$ cat src/hw/sig_unit_settings.svh
`ifndef SIG_UNIT_SETTINGS_SVH
`define SIG_UNIT_SETTINGS_SVH

// datapath widths
`define SIG_WIDTH   32
`define SEL_WIDTH   4
`define UADDR_WIDTH 5

// constant register contents, read-only in the register file
`define CONST0_VALUE 32'd0          // zero
`define CONST1_VALUE 32'd1          // one, normalize step count
`define CONST2_VALUE 32'd2
`define CONST3_VALUE 32'd128        // rounding ulp
`define CONST4_VALUE 32'd127        // exponent bias
`define CONST5_VALUE 32'd5          // div/sqrt normalization
`define CONST6_VALUE 32'd6          // div/sqrt normalization
`define CONST7_VALUE 32'h20000000   // nan significand
`define CONST8_VALUE 32'hffffffff   // all ones

// microprogram entry points
`define UADDR_ADD   5'd2
`define UADDR_SUB   5'd5
`define UADDR_ROUND 5'd8
`define UADDR_NORM  5'd10

`endif
$ cat src/hw/sig_unit_pkg.sv
`default_nettype none

`include "sig_unit_settings.svh"

package sig_unit_pkg;

	typedef logic [`SIG_WIDTH-1:0]   sig_word_t;
	typedef logic [`SEL_WIDTH-1:0]   reg_sel_t;
	typedef logic [`UADDR_WIDTH-1:0] uaddr_t;
	typedef logic [1:0]              sig_op_t;
	typedef logic [2:0]              alu_op_t;
	typedef logic [1:0]              branch_t;

	// register file select codes, anything else reads zero
	localparam reg_sel_t REG_R0 = 4'd0;
	localparam reg_sel_t REG_R1 = 4'd1;
	localparam reg_sel_t REG_C0 = 4'd2;
	localparam reg_sel_t REG_C1 = 4'd3;
	localparam reg_sel_t REG_C2 = 4'd4;
	localparam reg_sel_t REG_C3 = 4'd5;
	localparam reg_sel_t REG_C4 = 4'd6;
	localparam reg_sel_t REG_C5 = 4'd7;
	localparam reg_sel_t REG_C6 = 4'd8;
	localparam reg_sel_t REG_C7 = 4'd9;
	localparam reg_sel_t REG_C8 = 4'd15;

	localparam sig_op_t OP_ADD   = 2'd0;
	localparam sig_op_t OP_SUB   = 2'd1;
	localparam sig_op_t OP_NORM  = 2'd2;
	localparam sig_op_t OP_ROUND = 2'd3;

	localparam alu_op_t ALU_PASS_A = 3'd0;
	localparam alu_op_t ALU_EXT_A  = 3'd1; // host operand a
	localparam alu_op_t ALU_EXT_B  = 3'd2; // host operand b
	localparam alu_op_t ALU_ADD    = 3'd3;
	localparam alu_op_t ALU_SUB    = 3'd4;

	localparam branch_t BR_NEXT    = 2'd0;
	localparam branch_t BR_JUMP    = 2'd1;
	localparam branch_t BR_IF_ZERO = 2'd2;
	localparam branch_t BR_IF_MSB  = 2'd3;

	typedef enum logic {
		SEQ_IDLE,
		SEQ_RUN
	} seq_state_t;

endpackage

`default_nettype wire

$ cat src/hw/sig_unit_top.sv
`timescale 1ns/100ps
`default_nettype none

module sig_unit_top (
	input  logic                    clk_in,
	input  logic                    reset_in,
	input  logic                    start,
	input  sig_unit_pkg::sig_op_t   op,
	input  sig_unit_pkg::sig_word_t operand_a,
	input  sig_unit_pkg::sig_word_t operand_b,
	output logic                    done,
	output sig_unit_pkg::sig_word_t result,
	output sig_unit_pkg::sig_word_t shift_count
);

	sig_unit_pkg::uaddr_t    uaddr;
	sig_unit_pkg::reg_sel_t  sel_a;
	sig_unit_pkg::reg_sel_t  sel_b;
	sig_unit_pkg::alu_op_t   alu_op;
	sig_unit_pkg::branch_t   branch;
	sig_unit_pkg::uaddr_t    target;
	sig_unit_pkg::sig_word_t read_a;
	sig_unit_pkg::sig_word_t read_b;
	sig_unit_pkg::sig_word_t alu_result;
	logic rom_we_r0;
	logic rom_we_r1;
	logic rom_shift_r0;
	logic last;
	logic zero;
	logic msb;
	logic we_r0;
	logic we_r1;
	logic shift_r0;

	sig_sequencer sig_sequencer_i (
		.clk_in(clk_in), .reset_in(reset_in), .start(start), .op(op),
		.branch(branch), .target(target), .last(last), .zero(zero), .msb(msb),
		.rom_we_r0(rom_we_r0), .rom_we_r1(rom_we_r1), .rom_shift_r0(rom_shift_r0),
		.uaddr(uaddr), .we_r0(we_r0), .we_r1(we_r1), .shift_r0(shift_r0), .done(done)
	);

	sig_microcode_rom sig_microcode_rom_i (
		.uaddr(uaddr), .sel_a(sel_a), .sel_b(sel_b), .alu_op(alu_op),
		.we_r0(rom_we_r0), .we_r1(rom_we_r1), .shift_r0(rom_shift_r0),
		.branch(branch), .target(target), .last(last)
	);

	// alu result feeds both write ports
	sig_register_file sig_register_file_i (
		.clk_in(clk_in), .reset_in(reset_in), .we_r0(we_r0), .we_r1(we_r1),
		.shift_r0(shift_r0), .write_r0(alu_result), .write_r1(alu_result),
		.sel_a(sel_a), .sel_b(sel_b), .read_a(read_a), .read_b(read_b)
	);

	sig_alu sig_alu_i (
		.alu_op(alu_op), .port_a(read_a), .port_b(read_b),
		.operand_a(operand_a), .operand_b(operand_b),
		.result(alu_result), .zero(zero), .msb(msb)
	);

	// idle and exit words select r0/r1
	assign result      = read_a;
	assign shift_count = read_b;

endmodule

`default_nettype wire

$ cat src/hw/sig_sequencer.sv
`timescale 1ns/100ps
`default_nettype none

`include "sig_unit_settings.svh"

module sig_sequencer (
	input  logic                  clk_in,
	input  logic                  reset_in,
	input  logic                  start,
	input  sig_unit_pkg::sig_op_t op,
	input  sig_unit_pkg::branch_t branch,
	input  sig_unit_pkg::uaddr_t  target,
	input  logic                  last,
	input  logic                  zero,
	input  logic                  msb,
	input  logic                  rom_we_r0,
	input  logic                  rom_we_r1,
	input  logic                  rom_shift_r0,
	output sig_unit_pkg::uaddr_t  uaddr,
	output logic                  we_r0,
	output logic                  we_r1,
	output logic                  shift_r0,
	output logic                  done
);

	sig_unit_pkg::seq_state_t state;
	sig_unit_pkg::uaddr_t     upc;
	sig_unit_pkg::uaddr_t     upc_inc;
	sig_unit_pkg::uaddr_t     upc_next;
	sig_unit_pkg::uaddr_t     entry;
	logic                     run;

	assign run     = (state == sig_unit_pkg::SEQ_RUN);
	assign upc_inc = upc + 5'd1;

	// program entry for the requested op
	always_comb begin
		case (op)
			sig_unit_pkg::OP_ADD:  entry = `UADDR_ADD;
			sig_unit_pkg::OP_SUB:  entry = `UADDR_SUB;
			sig_unit_pkg::OP_NORM: entry = `UADDR_NORM;
			default:               entry = `UADDR_ROUND;
		endcase
	end

	// flags come from this cycle's alu result
	always_comb begin
		case (branch)
			sig_unit_pkg::BR_JUMP:    upc_next = target;
			sig_unit_pkg::BR_IF_ZERO: upc_next = zero ? target : upc_inc;
			sig_unit_pkg::BR_IF_MSB:  upc_next = msb ? target : upc_inc;
			default:                  upc_next = upc_inc;
		endcase
	end

	always_ff @(posedge clk_in) begin
		if (reset_in) begin
			state <= sig_unit_pkg::SEQ_IDLE;
			upc   <= '0;
		end else begin
			case (state)
				sig_unit_pkg::SEQ_IDLE: begin
					if (start) begin
						state <= sig_unit_pkg::SEQ_RUN;
						upc   <= entry;
					end
				end
				default: begin
					if (last) begin
						state <= sig_unit_pkg::SEQ_IDLE;
						upc   <= '0; // back to the idle word
					end else begin
						upc <= upc_next;
					end
				end
			endcase
		end
	end

	assign uaddr    = upc;
	assign we_r0    = run & rom_we_r0; // strobes quiet while idle
	assign we_r1    = run & rom_we_r1;
	assign shift_r0 = run & rom_shift_r0;
	assign done     = run & last;

endmodule

`default_nettype wire

$ cat src/hw/sig_microcode_rom.sv
`timescale 1ns/100ps
`default_nettype none

`include "sig_unit_settings.svh"

module sig_microcode_rom (
	input  sig_unit_pkg::uaddr_t   uaddr,
	output sig_unit_pkg::reg_sel_t sel_a,
	output sig_unit_pkg::reg_sel_t sel_b,
	output sig_unit_pkg::alu_op_t  alu_op,
	output logic                   we_r0,
	output logic                   we_r1,
	output logic                   shift_r0,
	output sig_unit_pkg::branch_t  branch,
	output sig_unit_pkg::uaddr_t   target,
	output logic                   last
);

	localparam sig_unit_pkg::uaddr_t UADDR_IDLE   = 5'd0;
	localparam sig_unit_pkg::uaddr_t UADDR_FINISH = 5'd1; // shared exit word
	localparam sig_unit_pkg::uaddr_t NORM_ZERO    = `UADDR_NORM + 5'd2;
	localparam sig_unit_pkg::uaddr_t NORM_TEST    = `UADDR_NORM + 5'd3;

	always_comb begin
		// defaults: read r0/r1, no writes, fall through
		sel_a    = sig_unit_pkg::REG_R0;
		sel_b    = sig_unit_pkg::REG_R1;
		alu_op   = sig_unit_pkg::ALU_PASS_A;
		we_r0    = 1'b0;
		we_r1    = 1'b0;
		shift_r0 = 1'b0;
		branch   = sig_unit_pkg::BR_NEXT;
		target   = UADDR_IDLE;
		last     = 1'b0;
		case (uaddr)
			UADDR_FINISH: last = 1'b1; // r0/r1 on the outputs
			`UADDR_ADD, `UADDR_SUB, `UADDR_ROUND, `UADDR_NORM: begin
				alu_op = sig_unit_pkg::ALU_EXT_A;
				we_r0  = 1'b1;
			end
			`UADDR_ADD + 5'd1, `UADDR_SUB + 5'd1: begin
				alu_op = sig_unit_pkg::ALU_EXT_B;
				we_r1  = 1'b1;
			end
			`UADDR_ADD + 5'd2: begin
				alu_op = sig_unit_pkg::ALU_ADD;
				we_r0  = 1'b1;
				branch = sig_unit_pkg::BR_JUMP;
				target = UADDR_FINISH;
			end
			`UADDR_SUB + 5'd2: begin
				alu_op = sig_unit_pkg::ALU_SUB;
				we_r0  = 1'b1;
				branch = sig_unit_pkg::BR_JUMP;
				target = UADDR_FINISH;
			end
			`UADDR_ROUND + 5'd1: begin
				sel_b  = sig_unit_pkg::REG_C3; // add one ulp
				alu_op = sig_unit_pkg::ALU_ADD;
				we_r0  = 1'b1;
				branch = sig_unit_pkg::BR_JUMP;
				target = UADDR_FINISH;
			end
			`UADDR_NORM + 5'd1: begin
				sel_a = sig_unit_pkg::REG_C0; // clear shift count
				we_r1 = 1'b1;
			end
			NORM_ZERO: begin
				branch = sig_unit_pkg::BR_IF_ZERO;
				target = UADDR_FINISH;
			end
			NORM_TEST: begin
				branch = sig_unit_pkg::BR_IF_MSB;
				target = UADDR_FINISH;
			end
			NORM_TEST + 5'd1: begin
				// count one and shift r0 in the same step
				sel_a    = sig_unit_pkg::REG_R1;
				sel_b    = sig_unit_pkg::REG_C1;
				alu_op   = sig_unit_pkg::ALU_ADD;
				we_r1    = 1'b1;
				shift_r0 = 1'b1;
				branch   = sig_unit_pkg::BR_JUMP;
				target   = NORM_TEST;
			end
			default: begin
				branch = sig_unit_pkg::BR_JUMP; // idle word and unused slots
				target = UADDR_IDLE;
			end
		endcase
	end

endmodule

`default_nettype wire

$ cat src/hw/sig_alu.sv
`timescale 1ns/100ps
`default_nettype none

`include "sig_unit_settings.svh"

module sig_alu (
	input  sig_unit_pkg::alu_op_t   alu_op,
	input  sig_unit_pkg::sig_word_t port_a,
	input  sig_unit_pkg::sig_word_t port_b,
	input  sig_unit_pkg::sig_word_t operand_a,
	input  sig_unit_pkg::sig_word_t operand_b,
	output sig_unit_pkg::sig_word_t result,
	output logic                    zero,
	output logic                    msb
);

	always_comb begin
		case (alu_op)
			sig_unit_pkg::ALU_PASS_A: begin
				result = port_a;
			end
			sig_unit_pkg::ALU_EXT_A: begin
				result = operand_a; // load from host
			end
			sig_unit_pkg::ALU_EXT_B: begin
				result = operand_b;
			end
			sig_unit_pkg::ALU_ADD: begin
				result = port_a + port_b; // carry out dropped
			end
			sig_unit_pkg::ALU_SUB: begin
				result = port_a - port_b; // wraps on borrow
			end
			default: begin
				result = port_a;
			end
		endcase
	end

	// branch flags for the sequencer
	assign zero = (result == '0);
	assign msb  = result[`SIG_WIDTH-1];

endmodule

`default_nettype wire

$ cat src/hw/sig_register_file.sv
`timescale 1ns/100ps
`default_nettype none

`include "sig_unit_settings.svh"

module sig_register_file (
	input  logic                  clk_in,
	input  logic                  reset_in,
	input  logic                  we_r0,
	input  logic                  we_r1,
	input  logic                  shift_r0,
	input  sig_unit_pkg::sig_word_t write_r0,
	input  sig_unit_pkg::sig_word_t write_r1,
	input  sig_unit_pkg::reg_sel_t  sel_a,
	input  sig_unit_pkg::reg_sel_t  sel_b,
	output sig_unit_pkg::sig_word_t read_a,
	output sig_unit_pkg::sig_word_t read_b
);

	sig_unit_pkg::sig_word_t r0;
	sig_unit_pkg::sig_word_t r1;
	sig_unit_pkg::sig_word_t r0_written;
	sig_unit_pkg::sig_word_t r0_next;

	// one read port: general regs or a constant
	function automatic sig_unit_pkg::sig_word_t read_sel(
		input sig_unit_pkg::reg_sel_t  sel,
		input sig_unit_pkg::sig_word_t reg0,
		input sig_unit_pkg::sig_word_t reg1
	);
		case (sel)
			sig_unit_pkg::REG_R0: read_sel = reg0;
			sig_unit_pkg::REG_R1: read_sel = reg1;
			sig_unit_pkg::REG_C0: read_sel = `CONST0_VALUE;
			sig_unit_pkg::REG_C1: read_sel = `CONST1_VALUE;
			sig_unit_pkg::REG_C2: read_sel = `CONST2_VALUE;
			sig_unit_pkg::REG_C3: read_sel = `CONST3_VALUE;
			sig_unit_pkg::REG_C4: read_sel = `CONST4_VALUE;
			sig_unit_pkg::REG_C5: read_sel = `CONST5_VALUE;
			sig_unit_pkg::REG_C6: read_sel = `CONST6_VALUE;
			sig_unit_pkg::REG_C7: read_sel = `CONST7_VALUE;
			sig_unit_pkg::REG_C8: read_sel = `CONST8_VALUE;
			default:              read_sel = '0; // undefined code
		endcase
	endfunction

	always_comb begin
		read_a = read_sel(sel_a, r0, r1);
		read_b = read_sel(sel_b, r0, r1);
	end

	// write first, then shift the written value
	always_comb begin
		r0_written = we_r0 ? write_r0 : r0;
		r0_next    = shift_r0 ? (r0_written << 1) : r0_written;
	end

	always_ff @(posedge clk_in) begin
		if (reset_in) begin
			r0 <= '0;
			r1 <= '0;
		end else begin
			r0 <= r0_next;
			if (we_r1) begin
				r1 <= write_r1;
			end
		end
	end

endmodule

`default_nettype wire

$ cat config.mk
export PLATFORM = sky130hd
export DESIGN_NAME = sig_unit_top
export DESIGN_NICKNAME = d
export VERILOG_FILES = /design/src/hw/sig_unit_pkg.sv /design/src/hw/sig_unit_top.sv /design/src/hw/sig_sequencer.sv /design/src/hw/sig_microcode_rom.sv /design/src/hw/sig_alu.sv /design/src/hw/sig_register_file.sv
export VERILOG_INCLUDE_DIRS = /design/src /design/src/hw
export SDC_FILE = /design/constraint.sdc
export NUM_CORES = 1
export LEC_CHECK = 0
export ABC_AREA = 0
export BUFFER_PORTS_ARGS = -buffer_cell sky130_fd_sc_hd__buf_2
export CAP_MARGIN = 0
export CORE_MARGIN = 10
export CORE_UTILIZATION = 35
export DETAILED_ROUTE_END_ITERATION = 10
export PLACE_DENSITY = 0.6
export SLEW_MARGIN = 20
export SYNTH_ARGS = -nofsm -noshare
export SYNTH_HDL_FRONTEND = slang
export SYNTH_HIERARCHICAL = 1
export SYNTH_SLANG_ARGS = --single-unit
$ cat constraint.sdc
create_clock -name clk_in -period 7 [get_ports clk_in]
set_input_delay 2.1 -clock clk_in [delete_from_list [all_inputs] [get_ports clk_in]]
set_output_delay 2.1 -clock clk_in [all_outputs]
set_load 0.02 [all_outputs]
==> results.txt <==
HP Class -> reg -> reg
max_slew headroom -> 0.302
startpoint types -> flop
io pins -> 134
Initial DRC Count -> 1141
Final Cell Area -> 10400 sq um
vias in the first global route -> 9034
H-tree levels -> 3
Pwr Total -> 1.82 mW
Worst Hold Margin -> 526 ps
Max clock buf depth -> 2
initial core utilization -> 0.354
Synth Cell Area -> 8870 sq um
FF+latch count, synth -> 70
switch share -> 0.417
Die Y -> 179 microns
area post-placement -> 10000 sq um
Psw -> 758 uW
port bufs -> 133
critical path type -> reg -> reg
Non-Filler Instances -> 1581
Slew @ Worst Pin -> 1040 ps
Synth Flop Type -> dfxtp_1
outcome -> complete, no violations
Hold Path Depth -> 2
Fmax -> 151 MHz
Critical Path RT -> 7230 ps
Die W -> 179 microns
FF-to-FF path depth -> 27
sequential element share of the synthesized area -> 0.158
gr usage total -> 0.210
Max Cap Viol -> 0
gr ovfl total -> 0
vias per inst -> 6.12
CTS clk-pin slew, worst paths -> 60 ps
Clock power frac -> 0.264
final core occ -> 0.416
drc violations -> 0
final hold vios -> 0
synth-to-layout area growth -> 17.3%
Clk Latency, worst-skew pair -> 340 ps
hold_buf cts -> 0
minimum clock period -> 6600 ps
Pint -> 1.06 mW
distinct cell type count after synthesis -> 87
share of cells above drive strength 1 -> 0.250
Final ANT Viol Nets -> 0
post-DP HPWL -> 27.0 mm
detailed-route wire length -> 35.3 mm
top post-synthesis cells by area -> dfxtp_1 (16%), mux2i_1 (8.4%), mux4_2 (8.1%)
die footprint -> 32100 sq um
Final #Nets -> 1348
Worst IR Drop VDD -> 0.116 mV
Flop pwr share -> 0.236
CORE AREA -> 25000 sq um
Ys Warns -> 6
CP max FO -> 8
setup ws final -> 397 ps
Data arrival, critical path -> 6830 ps
fraction of registers with async set or reset after synthesis -> 0
clock buffer count from CTS -> 9
final setup fails -> 0
Synth area leader -> dfxtp_1
EDFF count, synth -> 0
Post-Place Worst Slack -> 115 ps
Avg Cell Area, Syn -> 7.90 sq um
largest net degree at the start of global routing -> 72
Slew Limit Fails -> 0
Tcrit/Tclk final -> 0.943
Yosys top cell area share -> 0.158
routability cong. -> 1.00
Logic pwr share -> 0.500
Leakage -> 4.27 nW
cell count after placement -> 1564
Worst setup EP type -> flop
detailed-router iteration count before antenna repair -> 6
first-pass GRT wire length -> 53.4 mm
# clock sinks -> 70
vias -> 9675
skew final -> 5.73 ps
Cells after Synth -> 1122
Rows -> 58
P per Cell Area -> 175 nW/um^2
clk root buf -> clkbuf_16
CTS tree -> done
setup TNS -> 0 ps
antenna violations before repair -> 0
WL/cell -> 22.4 microns
[worst paths after layout]
kind | slack, ps | from | endpoint
min reg2reg | 530 | sig_register_file_i/r1[9]$_SDFFE_PP0P_ | sig_register_file_i/r1[9]$_SDFFE_PP0P_
min | 530 | sig_register_file_i/r1[9]$_SDFFE_PP0P_ | sig_register_file_i/r1[9]$_SDFFE_PP0P_
max reg2reg | 400 | sig_sequencer_i/uaddr[1]$_SDFFE_PP0P_ | sig_sequencer_i/uaddr[2]$_SDFFE_PP0P_
max | 400 | sig_sequencer_i/uaddr[1]$_SDFFE_PP0P_ | sig_sequencer_i/uaddr[2]$_SDFFE_PP0P_
[power by group through the flow]
stage                     clock (mW)  sequential, mW  combinational [mW]
after floorplan                    0           0.432               0.628
after global placement             0           0.436               0.874
after detailed placement           0           0.437               0.874
after CTS                      0.485           0.428               0.878
after global routing           0.501           0.430               0.979
final                          0.480           0.428               0.908
[cell families (layout without fill, tap and decap cells)]
kind of cell / after synthesis / in the layout / synth area share
simple gates: 366 / 366 / 0.212
compound gates: 351 / 351 / 0.265
mux: 123 / 123 / 0.187
buf+inv: 121 / 245 / 0.0745
flops: 70 / 70 / 0.158
xor+xnor: 55 / 55 / 0.0543
fa+ha+maj: 34 / 34 / 0.0488
other cells: 2 / 7 / 0.000847
[cell usage in the layout (no fill, tap or decap), drive strengths merged, types with 22 or more instances in the layout]
cell	instances
a22o	24
dfxtp	70
xor2	22
mux4	32
nor3	23
buf	206
nor2	96
nand2b	24
nand2	75
ha	33
inv	25
a21oi	108
nand3	29
mux2i	74
o21ai	73
xnor2	33
nor2b	42
[worst max-delay path, stage by stage (launching register included)]
cell	delay (ps)
dfxtp_1	420
nand2b_1	170
nor3_2	390
or3_4	260
o21ai_0	140
nor4_2	300
buf_4	180
and3_1	250
nand2_1	130
or3_1	450
o21ai_1	180
xor2_1	170
ha_1	270
buf_4	160
nand2_1	80
a21oi_1	50
and2_1	190
or3b_2	490
a311oi_4	410
xnor2_1	110
a21oi_1	230
o211a_1	160
nand4_1	160
nor4_4	380
a21oi_2	140
a21oi_4	240
nor3_1	90
o31a_1	270
[synthesized netlist by cell type, types with 10 or more instances]
cell type,n
buf_6,14
nor2b_1,41
nand3_1,29
nand4_1,17
a22o_1,24
xor2_1,22
buf_4,18
o21a_1,14
buf_2,22
nor3_1,22
a21oi_1,105
o21ai_0,69
nor4_1,10
a31oi_1,10
a22oi_1,10
mux2_2,16
nand2b_1,24
xnor2_1,33
and2_1,12
mux2i_1,74
inv_1,21
a21o_1,11
dfxtp_1,70
clkbuf_1,37
a222oi_1,16
nand2_1,74
nor2_1,95
mux4_2,32
ha_1,33
[routing by layer]
| layer | GRT usage | part of all wire | vias up |
|---|---|---|---|
| met5 | 0 | 0 | - |
| met1 | 0.293 | 0.45 | 4634 |
| met2 | 0.328 | 0.44 | 516 |
| met4 | 0.0372 | 0.015 | 0 |
| met3 | 0.0453 | 0.098 | 38 |
| li1 | - | - | 4487 |
[final cells by class]
type / count / area, sq um
antenna: 1 / 2.50
clock buffer: 10 / 239
multi-input combinational: 935 / 6970
timing repair buffer: 206 / 1230
inverter: 23 / 86.3
clock inverter: 6 / 68.8
tap: 330 / 413
sequential: 70 / 1400
fill: 2568 / 14600
[sequential cells by signal (all words and copies together), names as in the netlist]
signal / count
sig_sequencer_i/uaddr: 5
sig_register_file_i/r1: 32
sig_register_file_i/r0: 32
sig_sequencer_i/run: 1
[what timing repair did]
item,in CTS,in global routing
gates resized for setup,0,17
endpoints found under the setup margin,0,6
setup buffers,0,0
Power figures use the tool's default switching activity.
